[config.mk]
export PLATFORM = sky130hd
export DESIGN_NAME = alpha_eval_core
export DESIGN_NICKNAME = d
export VERILOG_FILES = /design/src/verilog/alpha_pkg.sv /design/src/verilog/alpha_word_if.sv /design/src/verilog/alpha_eval_core.sv /design/src/verilog/event_packer.sv /design/src/verilog/alpha_readout.sv /design/src/verilog/bias_programmer.sv
export SDC_FILE = /design/constraint.sdc
export NUM_CORES = 1
export LEC_CHECK = 0
export BUFFER_PORTS_ARGS = -buffer_cell sky130_fd_sc_hd__buf_2
export CELL_PAD_IN_SITES_DETAIL_PLACEMENT = 1
export CELL_PAD_IN_SITES_GLOBAL_PLACEMENT = 1
export CORE_UTILIZATION = 45
export DETAILED_ROUTE_END_ITERATION = 8
export PLACE_DENSITY_LB_ADDON = 0.1
export RECOVER_POWER = 100
export SLEW_MARGIN = 40
export SYNTH_ARGS = -nofsm -noshare
export SYNTH_HDL_FRONTEND = slang
export SYNTH_HIERARCHICAL = 1
export SYNTH_SLANG_ARGS = --single-unit
export TNS_END_PERCENT = 20
[constraint.sdc]
create_clock -name sysclk -period 8.45 [get_ports sysclk]
set_input_delay 0 -clock sysclk [delete_from_list [all_inputs] [get_ports sysclk]]
set_output_delay 0 -clock sysclk [all_outputs]
set_load 0.01 [all_outputs]
[src/verilog/alpha_pkg.sv]
package alpha_pkg;

	// ----------------------------------------
	// readout word layout
	localparam int WORD_BITS        = 16;
	localparam int MARK_BITS        = 4;
	localparam int CHANNEL_BITS     = 4;
	localparam int WINDOW_BITS      = 5;
	localparam int COUNT_FIELD_BITS = 3;  // packet holds count+1 samples
	localparam int INDEX_BITS       = 4;
	localparam int ADC_BITS         = 12;
	localparam int RX_CNT_BITS      = $clog2(WORD_BITS + 1);

	localparam logic [MARK_BITS-1:0] HEADER_MARK = 4'ha; // sample indices stop at 7

	// one serial word, read as header or as sample
	typedef union packed {
		struct packed {
			logic [MARK_BITS-1:0]        mark;
			logic [CHANNEL_BITS-1:0]     channel;
			logic [WINDOW_BITS-1:0]      window;
			logic [COUNT_FIELD_BITS-1:0] count;
		} hdr;
		struct packed {
			logic [INDEX_BITS-1:0] index;
			logic [ADC_BITS-1:0]   adc;
		} smp;
	} alpha_word_u;

	// ----------------------------------------
	// bias load timing
	localparam int BIAS_BITS        = 12;
	localparam int BIAS_COUNT       = 4;   // cmp_bias, isel, sb_bias, db_bias
	localparam int BIAS_TOTAL_BITS  = BIAS_COUNT * BIAS_BITS;
	localparam int SCLK_HALF        = 2;   // sysclk cycles per sclk half period
	localparam int PCLK_CYCLES      = 4;
	localparam int BIAS_LOAD_CYCLES = 200; // acceptance to cfg_ready high
	localparam int SETTLE_CYCLES    = BIAS_LOAD_CYCLES - PCLK_CYCLES
		- BIAS_TOTAL_BITS * 2 * SCLK_HALF;
	localparam int DIV_BITS         = $clog2(SCLK_HALF + 1);
	localparam int BIT_CNT_BITS     = $clog2(BIAS_TOTAL_BITS);
	localparam int WAIT_BITS        = $clog2(PCLK_CYCLES + SETTLE_CYCLES);

	localparam logic [1:0] BP_IDLE   = 2'd0;
	localparam logic [1:0] BP_SHIFT  = 2'd1;
	localparam logic [1:0] BP_LATCH  = 2'd2;
	localparam logic [1:0] BP_SETTLE = 2'd3;

	// ----------------------------------------
	// output queue
	localparam int FIFO_DEPTH = 8;
	localparam int PTR_BITS   = $clog2(FIFO_DEPTH);
	localparam int ENTRY_BITS = CHANNEL_BITS + WINDOW_BITS + INDEX_BITS + ADC_BITS + 1;
	localparam int COUNT_BITS = 8; // error and drop counters, saturating

endpackage
[src/verilog/alpha_word_if.sv]
`timescale 1ns/1ps

interface alpha_word_if;
	import alpha_pkg::*;

	logic        valid;         // one-cycle strobe, no back-pressure
	alpha_word_u word;
	logic        header;        // top nybble matched the header mark
	logic        framing_error; // stop bit came in as 1

	modport src (
		output valid,
		output word,
		output header,
		output framing_error
	);

	modport dst (
		input valid,
		input word,
		input header,
		input framing_error
	);

endinterface

[src/verilog/alpha_eval_core.sv]
`timescale 1ns/1ps

module alpha_eval_core (
	input  logic                               sysclk,
	input  logic                               reset,
	input  logic                               data_a,
	input  logic                               cfg_valid,
	output logic                               cfg_ready,
	input  logic [alpha_pkg::BIAS_BITS-1:0]    cmp_bias,
	input  logic [alpha_pkg::BIAS_BITS-1:0]    isel,
	input  logic [alpha_pkg::BIAS_BITS-1:0]    sb_bias,
	input  logic [alpha_pkg::BIAS_BITS-1:0]    db_bias,
	output logic                               sin,
	output logic                               sclk,
	output logic                               pclk,
	output logic                               config_done,
	output logic                               out_valid,
	input  logic                               out_ready,
	output logic [alpha_pkg::CHANNEL_BITS-1:0] out_channel,
	output logic [alpha_pkg::WINDOW_BITS-1:0]  out_window,
	output logic [alpha_pkg::INDEX_BITS-1:0]   out_index,
	output logic [alpha_pkg::ADC_BITS-1:0]     out_adc,
	output logic                               out_last,
	output logic [alpha_pkg::COUNT_BITS-1:0]   seq_error_count,
	output logic [alpha_pkg::COUNT_BITS-1:0]   drop_count
);

	alpha_word_if word_bus ();

	// ----------------------------------------
	// bias load port
	bias_programmer u_bias (
		.sysclk      (sysclk),
		.reset       (reset),
		.cfg_valid   (cfg_valid),
		.cfg_ready   (cfg_ready),
		.cmp_bias    (cmp_bias),
		.isel        (isel),
		.sb_bias     (sb_bias),
		.db_bias     (db_bias),
		.sin         (sin),
		.sclk        (sclk),
		.pclk        (pclk),
		.config_done (config_done)
	);

	// ----------------------------------------
	// readout line to tagged samples
	alpha_readout u_readout (
		.sysclk (sysclk),
		.reset  (reset),
		.data_a (data_a),
		.wo     (word_bus.src)
	);

	event_packer u_packer (
		.sysclk          (sysclk),
		.reset           (reset),
		.wi              (word_bus.dst),
		.config_done     (config_done), // gates forwarding
		.out_valid       (out_valid),
		.out_ready       (out_ready),
		.out_channel     (out_channel),
		.out_window      (out_window),
		.out_index       (out_index),
		.out_adc         (out_adc),
		.out_last        (out_last),
		.seq_error_count (seq_error_count),
		.drop_count      (drop_count)
	);

endmodule

[src/verilog/event_packer.sv]
`timescale 1ns/1ps

module event_packer (
	input  logic                                 sysclk,
	input  logic                                 reset,
	alpha_word_if.dst                            wi,
	input  logic                                 config_done,
	output logic                                 out_valid,
	input  logic                                 out_ready,
	output logic [alpha_pkg::CHANNEL_BITS-1:0]   out_channel,
	output logic [alpha_pkg::WINDOW_BITS-1:0]    out_window,
	output logic [alpha_pkg::INDEX_BITS-1:0]     out_index,
	output logic [alpha_pkg::ADC_BITS-1:0]       out_adc,
	output logic                                 out_last,
	output logic [alpha_pkg::COUNT_BITS-1:0]     seq_error_count,
	output logic [alpha_pkg::COUNT_BITS-1:0]     drop_count
);
	import alpha_pkg::*;

	logic                        in_packet;
	logic [CHANNEL_BITS-1:0]     cur_channel;
	logic [WINDOW_BITS-1:0]      cur_window;
	logic [COUNT_FIELD_BITS-1:0] cur_count;
	logic [INDEX_BITS-1:0]       expect_index;

	logic [ENTRY_BITS-1:0] mem [FIFO_DEPTH];
	logic [PTR_BITS-1:0]   wr_ptr;
	logic [PTR_BITS-1:0]   rd_ptr;
	logic [PTR_BITS:0]     mem_count;

	logic is_sample, index_ok, sample_ok, last_sample;
	logic seq_fault, fifo_full, push, drop, pop;

	function automatic logic [COUNT_BITS-1:0] sat_inc(input logic [COUNT_BITS-1:0] value);
		return (&value) ? value : value + 1'b1;
	endfunction

	// ----------------------------------------
	// packet sequence check
	assign is_sample   = wi.valid && !wi.framing_error && !wi.header;
	assign index_ok    = wi.word.smp.index == expect_index;
	assign sample_ok   = is_sample && in_packet && index_ok;
	assign last_sample = wi.word.smp.index == INDEX_BITS'(cur_count);
	assign seq_fault   = wi.valid && (wi.framing_error || (wi.header && in_packet)
		|| (is_sample && !(in_packet && index_ok)));

	// occupancy includes the output register
	assign fifo_full = (mem_count + (PTR_BITS+1)'(out_valid)) == (PTR_BITS+1)'(FIFO_DEPTH);
	assign push      = sample_ok && config_done && !fifo_full;
	assign drop      = sample_ok && !(config_done && !fifo_full);
	assign pop       = (mem_count != '0) && (!out_valid || out_ready);

	always_ff @(posedge sysclk) begin
		if (reset) begin
			in_packet       <= 1'b0;
			expect_index    <= '0;
			seq_error_count <= '0;
			drop_count      <= '0;
		end else begin
			if (seq_fault) seq_error_count <= sat_inc(seq_error_count);
			if (drop) drop_count <= sat_inc(drop_count);
			if (wi.valid) begin
				if (wi.framing_error) begin
					in_packet <= 1'b0;
				end else if (wi.header) begin // restarts even mid-packet
					in_packet    <= 1'b1;
					expect_index <= '0;
				end else if (sample_ok && !last_sample) begin
					expect_index <= expect_index + 1'b1;
				end else begin
					in_packet <= 1'b0; // last sample or bad index
				end
			end
		end
	end

	always_ff @(posedge sysclk) begin
		if (wi.valid && wi.header && !wi.framing_error) begin
			cur_channel <= wi.word.hdr.channel;
			cur_window  <= wi.word.hdr.window;
			cur_count   <= wi.word.hdr.count;
		end
	end

	// ----------------------------------------
	// output fifo, registered head
	always_ff @(posedge sysclk) begin
		if (push) begin
			mem[wr_ptr] <= {cur_channel, cur_window, wi.word.smp.index, wi.word.smp.adc,
				last_sample};
		end
	end

	always_ff @(posedge sysclk) begin
		if (reset) begin
			wr_ptr    <= '0;
			rd_ptr    <= '0;
			mem_count <= '0;
			out_valid <= 1'b0;
		end else begin
			if (push) wr_ptr <= wr_ptr + 1'b1;
			if (pop) rd_ptr <= rd_ptr + 1'b1;
			mem_count <= mem_count + (PTR_BITS+1)'(push) - (PTR_BITS+1)'(pop);
			if (pop) begin
				out_valid <= 1'b1;
			end else if (out_ready) begin
				out_valid <= 1'b0;
			end
		end
	end

	always_ff @(posedge sysclk) begin
		if (pop) begin
			{out_channel, out_window, out_index, out_adc, out_last} <= mem[rd_ptr];
		end
	end

endmodule

[src/verilog/alpha_readout.sv]
`timescale 1ns/1ps

module alpha_readout (
	input  logic     sysclk,
	input  logic     reset,
	input  logic     data_a,
	alpha_word_if.src wo
);
	import alpha_pkg::*;

	// frame on data_a: start 1, WORD_BITS msb first, stop 0
	// one bit per sysclk, line idles low

	logic                   busy;
	logic [RX_CNT_BITS-1:0] bit_cnt;
	logic [WORD_BITS-1:0]   shreg;
	logic                   at_stop;
	logic                   is_header;

	assign at_stop   = bit_cnt == RX_CNT_BITS'(WORD_BITS);
	assign is_header = shreg[WORD_BITS-1 -: MARK_BITS] == HEADER_MARK;

	// ----------------------------------------
	// frame control
	always_ff @(posedge sysclk) begin
		if (reset) begin
			busy     <= 1'b0;
			bit_cnt  <= '0;
			wo.valid <= 1'b0;
		end else begin
			wo.valid <= 1'b0;
			if (!busy) begin
				if (data_a) begin // start bit
					busy    <= 1'b1;
					bit_cnt <= '0;
				end
			end else if (at_stop) begin
				busy     <= 1'b0; // ready for a start bit next edge
				wo.valid <= 1'b1;
			end else begin
				bit_cnt <= bit_cnt + 1'b1;
			end
		end
	end

	// ----------------------------------------
	// payload path
	always_ff @(posedge sysclk) begin
		if (busy && !at_stop) begin
			shreg <= {shreg[WORD_BITS-2:0], data_a};
		end
	end

	always_ff @(posedge sysclk) begin
		if (busy && at_stop) begin
			wo.word          <= shreg;
			wo.header        <= is_header;
			wo.framing_error <= data_a; // stop must be low
		end
	end

endmodule

[src/verilog/bias_programmer.sv]
`timescale 1ns/1ps

module bias_programmer (
	input  logic                           sysclk,
	input  logic                           reset,
	input  logic                           cfg_valid,
	output logic                           cfg_ready,
	input  logic [alpha_pkg::BIAS_BITS-1:0] cmp_bias,
	input  logic [alpha_pkg::BIAS_BITS-1:0] isel,
	input  logic [alpha_pkg::BIAS_BITS-1:0] sb_bias,
	input  logic [alpha_pkg::BIAS_BITS-1:0] db_bias,
	output logic                           sin,
	output logic                           sclk,
	output logic                           pclk,
	output logic                           config_done
);
	import alpha_pkg::*;

	logic [1:0]                 state;
	logic [BIAS_TOTAL_BITS-1:0] shreg;
	logic [DIV_BITS-1:0]        div_cnt;
	logic [BIT_CNT_BITS-1:0]    bit_cnt;
	logic [WAIT_BITS-1:0]       wait_cnt;
	logic                       accept;
	logic                       div_wrap;
	logic                       bit_done;
	logic                       last_bit;

	assign accept   = cfg_valid && cfg_ready;
	assign div_wrap = div_cnt == DIV_BITS'(SCLK_HALF - 1);
	assign bit_done = (state == BP_SHIFT) && div_wrap && sclk; // sclk about to fall
	assign last_bit = bit_cnt == BIT_CNT_BITS'(BIAS_TOTAL_BITS - 1);

	// settings word, first bit out at the top
	always_ff @(posedge sysclk) begin
		if (accept) begin
			shreg <= {cmp_bias, isel, sb_bias, db_bias};
		end else if (bit_done) begin
			shreg <= shreg << 1;
		end
	end

	// ----------------------------------------
	always_ff @(posedge sysclk) begin
		if (reset) begin
			state       <= BP_IDLE;
			cfg_ready   <= 1'b1;
			config_done <= 1'b0;
			sin         <= 1'b0;
			sclk        <= 1'b0;
			pclk        <= 1'b0;
			div_cnt     <= '0;
			bit_cnt     <= '0;
			wait_cnt    <= '0;
		end else begin
			case (state)
				BP_IDLE: begin
					if (accept) begin
						cfg_ready <= 1'b0;
						sin       <= cmp_bias[BIAS_BITS-1];
						div_cnt   <= '0;
						bit_cnt   <= '0;
						state     <= BP_SHIFT;
					end
				end
				BP_SHIFT: begin
					if (div_wrap) begin
						div_cnt <= '0;
						sclk    <= ~sclk;
					end else begin
						div_cnt <= div_cnt + 1'b1;
					end
					if (bit_done) begin
						if (last_bit) begin
							sin      <= 1'b0;
							pclk     <= 1'b1; // same edge as the last sclk fall
							wait_cnt <= '0;
							state    <= BP_LATCH;
						end else begin
							sin     <= shreg[BIAS_TOTAL_BITS-2];
							bit_cnt <= bit_cnt + 1'b1;
						end
					end
				end
				BP_LATCH: begin
					if (wait_cnt == WAIT_BITS'(PCLK_CYCLES - 1)) begin
						pclk     <= 1'b0;
						wait_cnt <= '0;
						state    <= BP_SETTLE;
					end else begin
						wait_cnt <= wait_cnt + 1'b1;
					end
				end
				default: begin // settle, then hand back
					if (wait_cnt == WAIT_BITS'(SETTLE_CYCLES - 1)) begin
						cfg_ready   <= 1'b1;
						config_done <= 1'b1; // sticky until reset
						state       <= BP_IDLE;
					end else begin
						wait_cnt <= wait_cnt + 1'b1;
					end
				end
			endcase
		end
	end

endmodule

=== Word-level counts from Yosys, hierarchy flattened ===
Memory sizes are Yosys's and may differ from the RTL's. A register that Yosys moved wholly into a read port is not among the register bits.
Index checks and enable logic that the tools add are counted.

* Register bits: 150
* Bits in latches: 0
* Memory bits (writable): 208
* ROM bits: 0
* Bits of input ports: 53
* Output and inout port bits: 48
* Word-level logic and storage cells: 175
* Memories: 1

{| class="wikitable"
|+ Memories
! memory !! words !! bits a word !! read ports !! clocked after Yosys merged registers in !! write ports !! line !! RTL
|-
| u_packer.mem || 8 || 26 || 1 || 1 || 1 || event_packer.sv:26 || <nowiki>logic [ENTRY_BITS-1:0] mem [FIFO_DEPTH];</nowiki>
|}

* $add $sub $neg: 12
* $mul: 0
* Div/mod/pow operators: 0
* Magnitude comparators: 0
* Eq/ne operators: 18
* Shift operators: 0
* Muxes and demuxes: 47
* Bitwise logic cells: 8
* Reduce and logical (&&, ||, !) cells: 61

{| class="wikitable"
|+ Operators with widths
! cell !! count
|-
| 47-bit two-way mux || 2
|-
| 1-bit logical AND || 21
|-
| 1-bit two-way mux || 19
|-
| 6-bit two-way mux || 3
|-
| 8-bit by 1-bit adder with 8-bit output, second input constant || 2
|-
| 8-bit AND reduction || 2
|-
| 5-bit two-way mux || 3
|-
| 2-bit two-way mux || 7
|-
| 2-bit AND reduction || 7
|-
| 2-bit nonzero test || 7
|-
| 3-bit two-way mux || 4
|-
| 6-bit one-hot mux with 2 select lines || 1
|-
| 4-bit AND reduction || 3
|-
| 3-bit by 1-bit adder with 3-bit output, second input constant || 3
|-
| 3-bit one-hot mux with 3 select lines || 1
|-
| 3-bit AND reduction || 3
|-
| 4-bit by 1-bit adder with 4-bit output || 2
|-
| 4-bit == test, second input constant || 2
|-
| 1-bit logical NOT || 8
|-
| 4-bit two-way mux || 2
|-
| 2-bit by 1-bit != test with 1-bit output, second input constant || 4
|-
| 1-bit inverter || 8
|-
| 6-bit by 1-bit adder with 6-bit output, second input constant || 1
|-
| 6-bit == test, second input constant || 1
|-
| 23 further kinds || 30
|}

=== Longest topological paths before layout ===
* Depth after elaboration: 9
* Mapped depth: 13
* Depth with buffers taken out: 13

=== Modules after synthesis ===
The synthesis kept the hierarchy.

{| class="wikitable"
|+ By module, submodules not included
! module !! instances !! cells an instance !! area each (sq um) !! seq. area each (sq um)
|-
| event_packer || 1 || 561 || 10,850.4 || 8,027.7
|-
| bias_programmer || 1 || 236 || 3,040.4 || 1,771.7
|-
| alpha_readout || 1 || 75 || 1,381.3 || 1,161.1
|}

=== Worst setup path after synthesis ===
Ideal clock, no wire load.

* Kind: flip-flop to flip-flop
* From: register u_packer.out_valid
* To: memory u_packer/mem[1][0] in the netlist's numbering, enable pin
* Setup time: 0.442 ns
* Data arrival time: 3.194 ns
* Data required time: 8.008 ns
* Setup slack: 4.814 ns
* Stages on the path, launching flop included: 8
* Path buffers: 0
* Period minus slack after synthesis: 3.636 ns
* Cells stage by stage: dfxtp_1 ha_1 ha_1 xor2_1 a2111oi_4 nor2_1 nand3_1 nor3_1

* Longest elaborated chain between the ends: 6

{| class="wikitable"
|+ Ends and longest elaborated chain
! item !! line !! RTL
|-
| start: declaration || event_packer.sv:8 || <nowiki>output logic out_valid,</nowiki>
|-
| start signal: assignment || event_packer.sv:99 || <nowiki>out_valid <= 1'b0;</nowiki>
|-
| start signal: assignment || event_packer.sv:105 || <nowiki>out_valid <= 1'b1;</nowiki>
|-
| start signal: assignment || event_packer.sv:107 || <nowiki>out_valid <= 1'b0;</nowiki>
|-
| 4-bit by 1-bit adder with 4-bit output || event_packer.sv:48 || <nowiki>assign fifo_full = (mem_count + (PTR_BITS+1)'(out_valid)) == (PTR_BITS+1)'(FIFO_DEPTH);</nowiki>
|-
| 4-bit == test || event_packer.sv:48 ||
|-
| 1-bit logical NOT || event_packer.sv:49 || <nowiki>assign push = sample_ok && config_done && !fifo_full;</nowiki>
|-
| 1-bit logical AND || event_packer.sv:49 ||
|-
| 1-bit two-way mux || event_packer.sv:88 || <nowiki>if (push) begin</nowiki>
|-
| 1-bit two-way mux (not written as such) || event_packer.sv:89 || <nowiki>mem[wr_ptr] <= {cur_channel, cur_window, wi.word.smp.index, wi.word.smp.adc,</nowiki>
|-
| end: declaration || event_packer.sv:26 ||
|}

Every way passes these cells.

==> impl_results.md <==
- Status: finished, violations left
- Failing checks: max-capacitance violations, max-slew violations
- Largest net degree at the start of global routing: 63
- # DRC: 0
- FF+latch count, synth: 384
- Worst Setup SP: u_packer/rd_ptr[0]
- Unrepaired setup endpoints after global routing: false
- CP Capture Point: u_packer/out_adc[1]
- Peak supply drop: 0.1867 mV
- GRT busiest layer: met2
- Final instance area: 18,080 sq um
- Worst Path Arrival: 5100 ps
- Initial antenna violation count: 0
- R2R cell count: 3
- HP Start: reset
- Total power: 5.077 mW
- CP cell instances: clkbuf_1 -> mux4_2 -> mux2_1
- Final wirelength: 30.34 mm
- Area post-placement: 16,350 sq um
- Worst Path Buf+Inv: 1
- Finished Layout Cells: 1,528
- Initial drt markers: 405
- Final ANT Viol Nets: 0
- Crit Reg-Reg Endpoint: u_packer/out_adc[1]
- CP Max Fanout: 39
- Syn_nets: 950
- Met2 usage: 31.40%
- Post-synth top flop: edfxtp_1
- Die width: 186.2 um
- Relative slew slack: -123.4%
- Static leakage: 5.963 nW
- Post-DP HPWL: 17.42 mm
- Area grow syn2layout: 18.37%
- Most frequent cells in the layout: edfxtp_1 (327), mux2_2 (68), clkbuf_1 (66)
- Worst Setup Path Type: reg -> reg
- Mapped Area: 15,270 sq um
- Avg WL per Cell: 19.86 um
- IO Port Bufs: 100
- Crit path depth: 3
- Area of the die: 34,680 sq um
- Final Skew: 11.00 ps
- CTS tree: built
- Most common cell after layout, fill and taps aside: edfxtp_1
- Met3 usage: 2.706%
- Period utilization: 57.35%
- HP Class: in -> reg
- Syn avg cell area: 17.51 sq um
- Number of enable flip-flop cells after synthesis: 327
- Yosys warns: 6
- Critical path's top delay family: buffers and inverters
- Hold Vio Cnt, Final: 0
- Later-pin clock latency in the skew report: 520 ps
- # diodes: 0
- Post-synth cell types: 64
- Floorplan row count: 67
- CTS Buf Count: 42
- MaxCap Viol Count: 12
- Vias in the first global route: 8,624
- Worst flop-to-flop path startpoint: u_packer/rd_ptr[0]
- Clk sinks: 384
- Critical path's slowest cell: clkbuf_1
- Ys async rst share: 0%
- H-tree levels: 2
- Clock buffer depth: 3
- Worst EP required: 8700 ps
- Filler cells: 3,131
- Die Y: 186.2 um
- Pwr/cell area: 280.9 nW/um^2
- Worst slew pin tran: 3352 ps
- I/O pins: 101
- Tot GR Track Use: 18.24%
- Flop2flop setup slack: 3600 ps
- Vias per cell: 5.333
- Clock Tree Root: clkbuf_16
- Initial DRT Pass Iterations: 4
- Syn Inst Count: 872
- Fmax: 0.2063 GHz
- Dpl cells: 1,401
- CP peak stage delay: 2420 ps
- Vias post-DR: 8,149
- Setup WS pre-CTS: 5646 ps
- Starting Density: 45.66%
- Setup TNS: 0 ps
- Final hold slack: 105.5 ps
- Core ar.: 33,450 sq um
- Setup-failing EPs final: 0
- Post-layout minimum cycle time: 4846 ps
- Layout cells sized above 1: 23.52%
- Grt total ovfl: 0
- Final core utilization: 54.05%
- First-pass GRT wire length: 48.16 mm
- Final worst slack: 3604 ps
- GPL Wtd Cong: 0.7552
- Met1 Use GR: 24.35%
- Nature of the critical path endpoint: flop
- Slew Viols, Final: 383
- Nets: 1,128
- Clock-pin slew on the worst setup and hold paths: 60 ps
- Nature of the critical path startpoint: flop
- Seq/Total Area, Yosys: 71.77%
[timing repair]
item,in CTS,in global routing
buffers inserted,0,0
resized for setup,0,0
hold buffers,52,0
hold endpoints to repair,58,0
[registers in the layout, indices dropped and copies added (netlist names), 2 cells and up]
name                      cells
u_packer/out_index            4
u_packer/mem                208
u_packer/cur_count            3
u_bias/bit_cnt                6
u_bias/state                  2
u_packer/rd_ptr               3
u_bias/shreg                 47
u_packer/out_adc             12
u_packer/seq_error_count      8
u_bias/div_cnt                2
u_packer/out_window           5
u_packer/mem_count            4
u_packer/cur_channel          4
u_bias/wait_cnt               3
u_packer/out_channel          4
u_readout/wo.word            16
u_packer/drop_count           8
u_packer/expect_index         4
u_packer/cur_window           5
u_readout/bit_cnt             5
u_readout/shreg              16
u_packer/wr_ptr               3
[report_power, final]
| part | internal [mW] | leakage [nW] | switching, mW |
|---|---|---|---|
| clock network | 1.08 | 0.676 | 0.715 |
| registers | 2.26 | 3.46 | 0.0979 |
| logic | 0.461 | 1.82 | 0.460 |
| total | 3.80 | 5.96 | 1.27 |
[Yosys cell counts, drive strengths merged, types with 3 or more instances]
library cell / instances / share of area (%)
a311oi: 6 / 0.34
buf: 10 / 0.43
dfxtp: 57 / 7.5
or4: 9 / 0.44
nor3: 10 / 0.33
nand3: 15 / 0.52
o21ai: 16 / 0.55
and3: 3 / 0.12
ha: 24 / 2.0
nand4b: 4 / 0.23
clkbuf: 22 / 0.54
nor4: 5 / 0.20
mux2: 78 / 5.8
nor2: 43 / 1.1
mux2i: 6 / 0.39
xnor2: 8 / 0.46
or3b: 3 / 0.19
nand2: 31 / 0.76
nand4: 6 / 0.25
nor3b: 4 / 0.20
a31oi: 7 / 0.29
edfxtp: 327 / 64
nand3b: 5 / 0.25
nor2b: 7 / 0.29
o31ai: 9 / 0.48
a21oi: 34 / 1.1
nand2b: 4 / 0.16
mux4: 52 / 7.7
inv: 25 / 0.61
xor2: 7 / 0.40
or3: 5 / 0.25
[tightest hold or removal path: stages]
cell    delay [ps]
buf_2           90
buf_4          320
nor2_1         150
[layer usage]
layer | share of wire (%) | vias to the layer above | wire length (um)
met2 | 49 | 111 | 15000
met3 | 2.8 | 43 | 836
met4 | 1.8 | 0 | 547
met1 | 46 | 4188 | 13960
met5 | 0 | - | 0
li1 | - | 3807 | -
[worst min-delay path by stage]
stage	end	slack, ps	cells after the start
final	u_packer/mem_count[1]	110	3
after global routing	u_packer/mem_count[1]	140	3
after CTS	u_packer/mem_count[1]	100	3
after detailed placement	u_readout/wo.framing_error	270	1
after global placement	u_readout/wo.framing_error	270	1
after floorplan	u_readout/bit_cnt[2]	70	1
[cell type report]
| class | instances | area, sq um | area share (%) |
|---|---|---|---|
| clock buffer | 50 | 1101 | 6.091 |
| clock inverter | 24 | 265.3 | 1.467 |
| inverter | 26 | 97.59 | 0.5399 |
| multi-input combinational | 430 | 4053 | 22.42 |
| sequential | 384 | 10960 | 60.65 |
| tap | 448 | 560.5 | 3.101 |
| timing repair buffer | 166 | 1036 | 5.731 |
[cell families after synthesis]
logic type,after synthesis,share of synthesized area (%)
DFF,384,71.77
and+or+nand+nor,165,5.956
muxes,136,13.81
AOI/OAI and AO/OA,89,3.900
buffers and inverters,58,1.606
adders and majority gates,25,2.097
xor gates and xnor gates,15,0.8603
Power figures use the tool's default switching activity.
